<file path="src/mmu_config.svh">
`ifndef MMU_CONFIG_SVH
`define MMU_CONFIG_SVH

// crmd fields
`define CSR_CRMD_PLV    1:0
`define CSR_CRMD_DA     3
`define CSR_CRMD_PG     4
`define CSR_CRMD_DATF   6:5
`define CSR_CRMD_WMASK  32'h0000_007f
`define CRMD_RESET      32'h0000_0008

// asid field
`define CSR_ASID_ASID   9:0

// direct map window fields, bits 0 and 3 enable plv0 and plv3
`define CSR_DMW_MAT     5:4
`define CSR_DMW_PSEG    27:25
`define CSR_DMW_VSEG    31:29
`define CSR_DMW_WMASK   32'hfe00_0039

// csr numbers
`define CSR_NUM_CRMD    14'h000
`define CSR_NUM_ASID    14'h018
`define CSR_NUM_DMW0    14'h180
`define CSR_NUM_DMW1    14'h181

// tlb geometry
`define TLB_ENTRIES     16
`define TLB_IDX_W       4

// page size exponents
`define PS_4K           6'd12
`define PS_2M           6'd21

`endif

</file>
<file path="src/mmu_pkg.sv">
`include "mmu_config.svh"

package mmu_pkg;

    // addresses
    typedef logic [31:0] vaddr_t;
    typedef logic [31:0] paddr_t;

    // page numbers, vppn covers va[31:13]
    typedef logic [18:0] vppn_t;
    typedef logic [19:0] ppn_t;

    // page attributes
    typedef logic [9:0]  asid_t;
    typedef logic [1:0]  plv_t;
    typedef logic [1:0]  mat_t;
    typedef logic [5:0]  ps_t;

    // csr access
    typedef logic [13:0] csr_num_t;
    typedef logic [31:0] csr_data_t;

    // tlb maintenance
    typedef logic [`TLB_IDX_W-1:0] tlb_idx_t;
    typedef logic [4:0]  invtlb_op_t;

endpackage

</file>
<file path="src/tlb_search_if.sv">
interface tlb_search_if;
    import mmu_pkg::*;

    // request side
    vppn_t vppn;
    logic  va_bit12;
    asid_t asid;

    // lookup result, valid in the same cycle
    logic  found;
    ppn_t  ppn;
    ps_t   ps;
    plv_t  plv;
    mat_t  mat;
    logic  d;
    logic  v;

    modport addr_trans (
        output vppn, va_bit12, asid,
        input  found, ppn, ps, plv, mat, d, v
    );

    modport tlb (
        input  vppn, va_bit12, asid,
        output found, ppn, ps, plv, mat, d, v
    );

endinterface

</file>
<file path="src/tlb_write_if.sv">
interface tlb_write_if;
    import mmu_pkg::*;

    logic     we;
    tlb_idx_t idx;
    vppn_t    vppn;
    ps_t      ps;
    logic     g;
    asid_t    asid;
    logic     e;

    // even page
    ppn_t     ppn0;
    plv_t     plv0;
    mat_t     mat0;
    logic     d0;
    logic     v0;

    // odd page
    ppn_t     ppn1;
    plv_t     plv1;
    mat_t     mat1;
    logic     d1;
    logic     v1;

    modport src (
        output we, idx, vppn, ps, g, asid, e,
        output ppn0, plv0, mat0, d0, v0, ppn1, plv1, mat1, d1, v1
    );

    modport tlb (
        input  we, idx, vppn, ps, g, asid, e,
        input  ppn0, plv0, mat0, d0, v0, ppn1, plv1, mat1, d1, v1
    );
endinterface

</file>
<file path="src/mmu_csr.sv">
`include "mmu_config.svh"

module mmu_csr (
    input  logic                clk,
    input  logic                rst_n,
    input  logic                csr_we,
    input  mmu_pkg::csr_num_t   csr_num,
    input  mmu_pkg::csr_data_t  csr_wdata,
    output mmu_pkg::csr_data_t  crmd,
    output mmu_pkg::asid_t      asid,
    output mmu_pkg::csr_data_t  dmw0,
    output mmu_pkg::csr_data_t  dmw1
);

    // reserved bits read as zero, so they are dropped on write
    always_ff @(posedge clk) begin
        if (!rst_n) begin
            crmd <= `CRMD_RESET;
            asid <= '0;
            dmw0 <= '0;
            dmw1 <= '0;
        end else if (csr_we) begin
            case (csr_num)
                `CSR_NUM_CRMD: begin
                    crmd <= csr_wdata & `CSR_CRMD_WMASK;
                end
                `CSR_NUM_ASID: begin
                    asid <= csr_wdata[`CSR_ASID_ASID];
                end
                `CSR_NUM_DMW0: begin
                    dmw0 <= csr_wdata & `CSR_DMW_WMASK;
                end
                `CSR_NUM_DMW1: begin
                    dmw1 <= csr_wdata & `CSR_DMW_WMASK;
                end
                default: begin
                    // unknown csr, write dropped
                end
            endcase
        end
    end

endmodule

</file>
<file path="src/tlb.sv">
`include "mmu_config.svh"

module tlb (
    input  logic                 clk,
    input  logic                 rst_n,
    tlb_search_if.tlb            search,
    tlb_write_if.tlb             wr,
    input  logic                 invtlb_valid,
    input  mmu_pkg::invtlb_op_t  invtlb_op,
    input  mmu_pkg::asid_t       invtlb_asid,
    input  mmu_pkg::vaddr_t      invtlb_va
);
    import mmu_pkg::*;

    // entry fields, index 0 is the even page and 1 the odd page
    logic   tlb_e    [`TLB_ENTRIES];
    logic   tlb_g    [`TLB_ENTRIES];
    asid_t  tlb_asid [`TLB_ENTRIES];
    vppn_t  tlb_vppn [`TLB_ENTRIES];
    ps_t    tlb_ps   [`TLB_ENTRIES];
    ppn_t   tlb_ppn  [`TLB_ENTRIES][2];
    plv_t   tlb_plv  [`TLB_ENTRIES][2];
    mat_t   tlb_mat  [`TLB_ENTRIES][2];
    logic   tlb_d    [`TLB_ENTRIES][2];
    logic   tlb_v    [`TLB_ENTRIES][2];

    logic [`TLB_ENTRIES-1:0] match;
    logic [`TLB_ENTRIES-1:0] inv_asid_eq;
    logic [`TLB_ENTRIES-1:0] inv_va_eq;
    logic [`TLB_ENTRIES-1:0] inv_match;
    vppn_t                   inv_vppn;
    tlb_idx_t                hit_idx;
    logic                    hit_odd;

    // 2 MB pages only compare the upper ten vppn bits
    function automatic logic vppn_eq(input ps_t ps, input vppn_t a, input vppn_t b);
        if (ps == `PS_2M) begin
            return a[18:9] == b[18:9];
        end
        return a == b;
    endfunction

    // associative search
    always_comb begin
        for (int i = 0; i < `TLB_ENTRIES; i++) begin
            match[i] = tlb_e[i] && (tlb_g[i] || tlb_asid[i] == search.asid)
                       && vppn_eq(tlb_ps[i], tlb_vppn[i], search.vppn);
        end
    end

    always_comb begin
        hit_idx = '0;
        for (int i = 0; i < `TLB_ENTRIES; i++) begin
            if (match[i]) begin
                hit_idx = tlb_idx_t'(i);
            end
        end
    end

    assign hit_odd = (tlb_ps[hit_idx] == `PS_2M) ? search.vppn[8] : search.va_bit12;

    assign search.found = |match;
    assign search.ppn   = search.found ? tlb_ppn[hit_idx][hit_odd] : '0;
    assign search.ps    = search.found ? tlb_ps[hit_idx] : '0;
    assign search.plv   = search.found ? tlb_plv[hit_idx][hit_odd] : '0;
    assign search.mat   = search.found ? tlb_mat[hit_idx][hit_odd] : '0;
    assign search.d     = search.found && tlb_d[hit_idx][hit_odd];
    assign search.v     = search.found && tlb_v[hit_idx][hit_odd];

    // invtlb entry selection
    assign inv_vppn = invtlb_va[31:13];

    always_comb begin
        for (int i = 0; i < `TLB_ENTRIES; i++) begin
            inv_asid_eq[i] = tlb_asid[i] == invtlb_asid;
            inv_va_eq[i]   = vppn_eq(tlb_ps[i], tlb_vppn[i], inv_vppn);
            case (invtlb_op)
                5'd0, 5'd1: inv_match[i] = 1'b1;
                5'd2:       inv_match[i] = tlb_g[i];
                5'd3:       inv_match[i] = !tlb_g[i];
                5'd4:       inv_match[i] = !tlb_g[i] && inv_asid_eq[i];
                5'd5:       inv_match[i] = !tlb_g[i] && inv_asid_eq[i] && inv_va_eq[i];
                5'd6:       inv_match[i] = (tlb_g[i] || inv_asid_eq[i]) && inv_va_eq[i];
                default:    inv_match[i] = 1'b0;
            endcase
        end
    end

    // valid bits, a write in the same cycle lands after the invalidate
    always_ff @(posedge clk) begin
        if (!rst_n) begin
            for (int i = 0; i < `TLB_ENTRIES; i++) begin
                tlb_e[i] <= 1'b0;
            end
        end else begin
            if (invtlb_valid) begin
                for (int i = 0; i < `TLB_ENTRIES; i++) begin
                    if (inv_match[i]) begin
                        tlb_e[i] <= 1'b0;
                    end
                end
            end
            if (wr.we) begin
                tlb_e[wr.idx] <= wr.e;
            end
        end
    end

    always_ff @(posedge clk) begin
        if (wr.we) begin
            tlb_g[wr.idx]      <= wr.g;
            tlb_asid[wr.idx]   <= wr.asid;
            tlb_vppn[wr.idx]   <= wr.vppn;
            tlb_ps[wr.idx]     <= wr.ps;
            tlb_ppn[wr.idx][0] <= wr.ppn0;
            tlb_plv[wr.idx][0] <= wr.plv0;
            tlb_mat[wr.idx][0] <= wr.mat0;
            tlb_d[wr.idx][0]   <= wr.d0;
            tlb_v[wr.idx][0]   <= wr.v0;
            tlb_ppn[wr.idx][1] <= wr.ppn1;
            tlb_plv[wr.idx][1] <= wr.plv1;
            tlb_mat[wr.idx][1] <= wr.mat1;
            tlb_d[wr.idx][1]   <= wr.d1;
            tlb_v[wr.idx][1]   <= wr.v1;
        end
    end

    // software must never leave overlapping entries
    a_single_hit: assert property (
        @(posedge clk) disable iff (!rst_n) $onehot0(match)
    ) else $error("tlb: multiple entries hit one search");

endmodule

</file>
<file path="src/addr_trans.sv">
`include "mmu_config.svh"

module addr_trans (
    input  logic                clk,
    input  logic                rst_n,
    input  logic                req_valid,
    input  mmu_pkg::vaddr_t     req_va,
    input  logic                req_store,
    input  mmu_pkg::csr_data_t  crmd,
    input  mmu_pkg::asid_t      asid,
    input  mmu_pkg::csr_data_t  dmw0,
    input  mmu_pkg::csr_data_t  dmw1,
    tlb_search_if.addr_trans    search,
    output logic                resp_valid,
    output mmu_pkg::paddr_t     resp_pa,
    output mmu_pkg::mat_t       resp_mat,
    output logic                page_fault,
    output logic                page_invalid,
    output logic                ppi_except,
    output logic                page_clean
);
    import mmu_pkg::*;

    plv_t   cur_plv;
    logic   direct_trans;
    logic   dmw0_hit;
    logic   dmw1_hit;
    logic   tlb_map;
    paddr_t tlb_pa;
    paddr_t pa;
    mat_t   mat;

    assign cur_plv      = crmd[`CSR_CRMD_PLV];
    assign direct_trans = crmd[`CSR_CRMD_DA] && !crmd[`CSR_CRMD_PG];

    // window enable bits are indexed by the current plv
    assign dmw0_hit = !direct_trans && dmw0[cur_plv]
                      && dmw0[`CSR_DMW_VSEG] == req_va[31:29];
    assign dmw1_hit = !direct_trans && !dmw0_hit && dmw1[cur_plv]
                      && dmw1[`CSR_DMW_VSEG] == req_va[31:29];
    assign tlb_map  = !direct_trans && !dmw0_hit && !dmw1_hit;

    assign search.vppn     = req_va[31:13];
    assign search.va_bit12 = req_va[12];
    assign search.asid     = asid;

    assign tlb_pa = (search.ps == `PS_2M) ? {search.ppn[19:9], req_va[20:0]}
                                          : {search.ppn, req_va[11:0]};

    always_comb begin
        if (direct_trans) begin
            pa  = req_va;
            mat = crmd[`CSR_CRMD_DATF];
        end else if (dmw0_hit) begin
            pa  = {dmw0[`CSR_DMW_PSEG], req_va[28:0]};
            mat = dmw0[`CSR_DMW_MAT];
        end else if (dmw1_hit) begin
            pa  = {dmw1[`CSR_DMW_PSEG], req_va[28:0]};
            mat = dmw1[`CSR_DMW_MAT];
        end else begin
            pa  = tlb_pa;
            mat = search.mat;
        end
    end

    always_ff @(posedge clk) begin
        if (!rst_n) begin
            resp_valid <= 1'b0;
        end else begin
            resp_valid <= req_valid;
        end
    end

    // dirty check applies to stores only
    always_ff @(posedge clk) begin
        if (req_valid) begin
            resp_pa      <= pa;
            resp_mat     <= mat;
            page_fault   <= tlb_map && !search.found;
            page_invalid <= tlb_map && search.found && !search.v;
            ppi_except   <= tlb_map && search.found && search.v && cur_plv > search.plv;
            page_clean   <= tlb_map && search.found && search.v && req_store && !search.d;
        end
    end

    // tlb_pa only handles 4 KB and 2 MB pages
    a_known_page_size: assert property (
        @(posedge clk) disable iff (!rst_n)
        req_valid && tlb_map && search.found
            |-> (search.ps == `PS_4K || search.ps == `PS_2M)
    ) else $error("addr_trans: tlb hit with unsupported page size");

endmodule

</file>
<file path="src/mmu_top.sv">
module mmu_top (
    input  logic                 clk,
    input  logic                 rst_n,
    input  logic                 csr_we,
    input  mmu_pkg::csr_num_t    csr_num,
    input  mmu_pkg::csr_data_t   csr_wdata,
    input  logic                 tlb_we,
    input  mmu_pkg::tlb_idx_t    tlb_idx,
    input  mmu_pkg::vppn_t       tlb_vppn,
    input  mmu_pkg::ps_t         tlb_ps,
    input  logic                 tlb_g,
    input  mmu_pkg::asid_t       tlb_asid,
    input  logic                 tlb_e,
    input  mmu_pkg::ppn_t        tlb_ppn0,
    input  mmu_pkg::plv_t        tlb_plv0,
    input  mmu_pkg::mat_t        tlb_mat0,
    input  logic                 tlb_d0,
    input  logic                 tlb_v0,
    input  mmu_pkg::ppn_t        tlb_ppn1,
    input  mmu_pkg::plv_t        tlb_plv1,
    input  mmu_pkg::mat_t        tlb_mat1,
    input  logic                 tlb_d1,
    input  logic                 tlb_v1,
    input  logic                 invtlb_valid,
    input  mmu_pkg::invtlb_op_t  invtlb_op,
    input  mmu_pkg::asid_t       invtlb_asid,
    input  mmu_pkg::vaddr_t      invtlb_va,
    input  logic                 req_valid,
    input  mmu_pkg::vaddr_t      req_va,
    input  logic                 req_store,
    output logic                 resp_valid,
    output mmu_pkg::paddr_t      resp_pa,
    output mmu_pkg::mat_t        resp_mat,
    output logic                 page_fault,
    output logic                 page_invalid,
    output logic                 ppi_except,
    output logic                 page_clean
);
    import mmu_pkg::*;

    csr_data_t crmd;
    asid_t     asid;
    csr_data_t dmw0;
    csr_data_t dmw1;

    tlb_search_if search_if ();
    tlb_write_if  wr_if ();

    // tlb write port from the top level pins
    assign wr_if.we   = tlb_we;
    assign wr_if.idx  = tlb_idx;
    assign wr_if.vppn = tlb_vppn;
    assign wr_if.ps   = tlb_ps;
    assign wr_if.g    = tlb_g;
    assign wr_if.asid = tlb_asid;
    assign wr_if.e    = tlb_e;
    assign wr_if.ppn0 = tlb_ppn0;
    assign wr_if.plv0 = tlb_plv0;
    assign wr_if.mat0 = tlb_mat0;
    assign wr_if.d0   = tlb_d0;
    assign wr_if.v0   = tlb_v0;
    assign wr_if.ppn1 = tlb_ppn1;
    assign wr_if.plv1 = tlb_plv1;
    assign wr_if.mat1 = tlb_mat1;
    assign wr_if.d1   = tlb_d1;
    assign wr_if.v1   = tlb_v1;

    mmu_csr i_csr (
        .clk       (clk),
        .rst_n     (rst_n),
        .csr_we    (csr_we),
        .csr_num   (csr_num),
        .csr_wdata (csr_wdata),
        .crmd      (crmd),
        .asid      (asid),
        .dmw0      (dmw0),
        .dmw1      (dmw1)
    );

    tlb i_tlb (
        .clk          (clk),
        .rst_n        (rst_n),
        .search       (search_if.tlb),
        .wr           (wr_if.tlb),
        .invtlb_valid (invtlb_valid),
        .invtlb_op    (invtlb_op),
        .invtlb_asid  (invtlb_asid),
        .invtlb_va    (invtlb_va)
    );

    addr_trans i_addr_trans (
        .clk          (clk),
        .rst_n        (rst_n),
        .req_valid    (req_valid),
        .req_va       (req_va),
        .req_store    (req_store),
        .crmd         (crmd),
        .asid         (asid),
        .dmw0         (dmw0),
        .dmw1         (dmw1),
        .search       (search_if.addr_trans),
        .resp_valid   (resp_valid),
        .resp_pa      (resp_pa),
        .resp_mat     (resp_mat),
        .page_fault   (page_fault),
        .page_invalid (page_invalid),
        .ppi_except   (ppi_except),
        .page_clean   (page_clean)
    );

endmodule

</file>
<file path="config.mk">
export PLATFORM = sky130hd
export DESIGN_NAME = mmu_top
export DESIGN_NICKNAME = d
export VERILOG_FILES = /design/src/mmu_pkg.sv /design/src/tlb_search_if.sv /design/src/tlb_write_if.sv /design/src/mmu_csr.sv /design/src/tlb.sv /design/src/addr_trans.sv /design/src/mmu_top.sv
export VERILOG_INCLUDE_DIRS = /design/src
export SDC_FILE = /design/constraint.sdc
export NUM_CORES = 2
export LEC_CHECK = 0
export BUFFER_PORTS_ARGS = -buffer_cell sky130_fd_sc_hd__buf_2
export CAP_MARGIN = 5
export CORE_ASPECT_RATIO = 1.75
export CORE_MARGIN = 2
export CORE_UTILIZATION = 40
export DETAILED_ROUTE_END_ITERATION = 8
export MAX_ROUTING_LAYER = met4
export PLACE_DENSITY = 0.59
export SLEW_MARGIN = 10
export SYNTH_ARGS = -nofsm -noshare
export SYNTH_HDL_FRONTEND = slang
export SYNTH_HIERARCHICAL = 1
export SYNTH_SLANG_ARGS = --single-unit
</file>
<file path="constraint.sdc">
create_clock -name clk -period 6.45 [get_ports clk]
set_input_delay 0 -clock clk [delete_from_list [all_inputs] [get_ports clk]]
set_output_delay 0 -clock clk [all_outputs]
set_load 0.01 [all_outputs]
</file>
==> qor.csv <==
metric,value,unit
status,"complete, no violations",
layout-drive-gt1-share,14.3,%
slew_headroom,18.4,%
drt_iter0_drc,3550,
place_congestion,0.967,
irDropWorstVdd,0.000202,V
cts_root_buffer,clkbuf_16,
grt_pass1_wl,304,mm
synth_cells,4755,
cap_violations,0,
crit_fanout,11,
arrival,6.79,ns
port-buffer-count,234,
clk_latency,0.81,ns
fin_crit,6.16,ns
period_share,95.5,%
cp_data_required_time,7.08,ns
drtPass1Iterations,5,
drc,0,
fin_nets,5450,
vias,42267,
setup_slack,0.289,ns
gr-usage-all-layers,25.0,%
fin_cells,7571,
clkSlewWorstSetupHoldPaths,0.06,ns
post-place-ws,0.152,ns
utilization,46.6,%
rows,201,
antenna_found_initial,19,
hold_viol,0,
fmaxAchievable,0.162,GHz
whs_path_depth,3,
setup.worst_path.start_class,flip-flop,
power_density,258,nW/µm²
avgSynthCellArea,14.4,µm²
skew,0.0495,ns
initial_utilization,40.1,%
numCtsBuffers,150,
worst_slew_pin_slew,1.19,ns
hp-class,input pin to flip-flop,
worstSetupEndpointType,flip-flop,
dp_hpwl,136,mm
htreeDepth,4,
die_y,552,µm
grt_start_max_net_pins,135,
core_area,171000,µm²
setup_viol,0,
fin_tns_setup,0,ns
power.leakage,26.5,nW
cts.path.max_buffers,4,
vias_per_cell,5.58,
grt_pass1_vias,42698,
ys_warn_count,6,
reg2regPathDepth,24,
cts_tree,done,
area_delta_synth_final,16.0,%
placed_cells,7113,
syn_area,68700,µm²
die_w,317,µm
grt-ovfl-total,0,
path_class,flip-flop to flip-flop,
drv_slew,0,
routed_wirelength,217,mm
num_io_pins,264,
die-area,175000,µm²
numClockSinks,1499,
wl_per_cell,28.6,µm
ant_nets,0,
placed cells by master, fill, tap and decap left out, types with 26 or more instances in the layout:
cell type      count
nor4_1           121
edfxtp_1        1453
nand4_1          116
mux2i_1          553
o21ai_0           66
clkbuf_16        153
nand3_1          121
xor2_1           504
and3_1            33
dlygate4sd3_1    187
a211oi_1          40
buf_2            234
dfxtp_1           46
a31oi_1           27
xnor2_1          447
a211o_1           26
o211ai_1          27
buf_4            164
a21oi_1          108
clkbuf_1          35
nor3_1            63
buf_12            32
nand2_1          271
clkinv_1          27
nor2_1           109
mux2_2            68
final timing paths:
kind	from	to	slack, ns
min reg2reg	i_csr/dmw0[5]	i_csr/dmw0[5]	0.46
max reg2reg	i_csr/asid[0]	i_addr_trans/ppi_except	0.29
max	i_csr/asid[0]	i_addr_trans/ppi_except	0.29
min	tlb_we	i_tlb/tlb_asid[2][3]	0.08
worst max-delay path, stage by stage (launching register included):
cell and delay, ns:
dfxtp_1 0.35, buf_4 0.19, xor2_1 0.17, nor4_1 0.41, a41oi_2 0.36, or3_1 0.45, a21oi_1 0.31, a2111oi_4 0.12
buf_4 0.18, nor2_4 0.20, buf_4 0.25, mux2_2 0.35, a22oi_1 0.32, nand3_1 0.12, nor3b_1 0.25, nand4_1 0.24
mux2i_4 0.26, buf_4 0.17, buf_4 0.15, a211o_1 0.22, a21oi_1 0.14, inv_1 0.05, ha_1 0.34, a21oi_1 0.12
a2111oi_4 0.27
power by group:
part / leakage, nW / switching [mW] / internal (mW)
Sequential: 13.5 / 0.0987 / 10.9
Combinational: 10.8 / 0.769 / 0.412
Clock: 2.21 / 3.64 / 4.72
Total: 26.5 / 4.51 / 16.0
repair_timing:
| action | CTS | global route |
|---|---|---|
| hold buffers | 187 | 0 |
| gates resized for setup | 0 | 16 |
| hold endpoints to repair | 1538 | 0 |
| buffers inserted | 0 | 4 |
| endpoints found under the setup margin | 0 | 7 |
registers in the layout (all words and copies together), names as in the netlist, 2 cells and up:
| name | flops |
|---|---|
| i_tlb/tlb_v | 32 |
| i_csr/dmw1 | 10 |
| i_addr_trans/resp_mat | 2 |
| i_tlb/tlb_d | 32 |
| i_tlb/tlb_mat | 64 |
| i_csr/dmw0 | 10 |
| i_tlb/tlb_plv | 64 |
| i_tlb/tlb_ps | 96 |
| i_csr/asid | 10 |
| i_tlb/tlb_vppn | 304 |
| i_tlb/tlb_asid | 160 |
| i_tlb/tlb_ppn | 640 |
| i_tlb/tlb_e | 16 |
| i_addr_trans/resp_pa | 32 |
| i_csr/crmd | 6 |
| i_tlb/tlb_g | 16 |
cell type report:
type,count,area (µm²)
Timing Repair Buffer,620,4950
Multi-Input combinational cell,2943,22800
Clock inverter,63,527
Tap cell,2233,2790
Clock buffer,190,3990
Antenna cell,14,35.0
Inverter,9,33.8
Sequential cell,1499,44600
Fill cell,15136,91300
metrics by stage:
stage / power [mW] / hold slack [ns] / area, µm²
after floorplan: 11.7 / 0.0989 / 68700
after global routing: 21.1 / 0.0464 / 79700
after CTS: 20.7 / 0.0221 / 79500
after detailed placement: 12.3 / 0.178 / 73100
final: 20.5 / 0.0801 / 79700
after global placement: 12.3 / 0.178 / 73100
metal layers:
layer,up-vias,global-route usage [%],share of wire [%]
met1,21715,27.9,37
met2,1440,44.2,52
li1,18672,-,-
met4,0,11.7,5.5
met3,440,3.05,5.1
met5,-,-,0
Power figures use the tool's default switching activity.
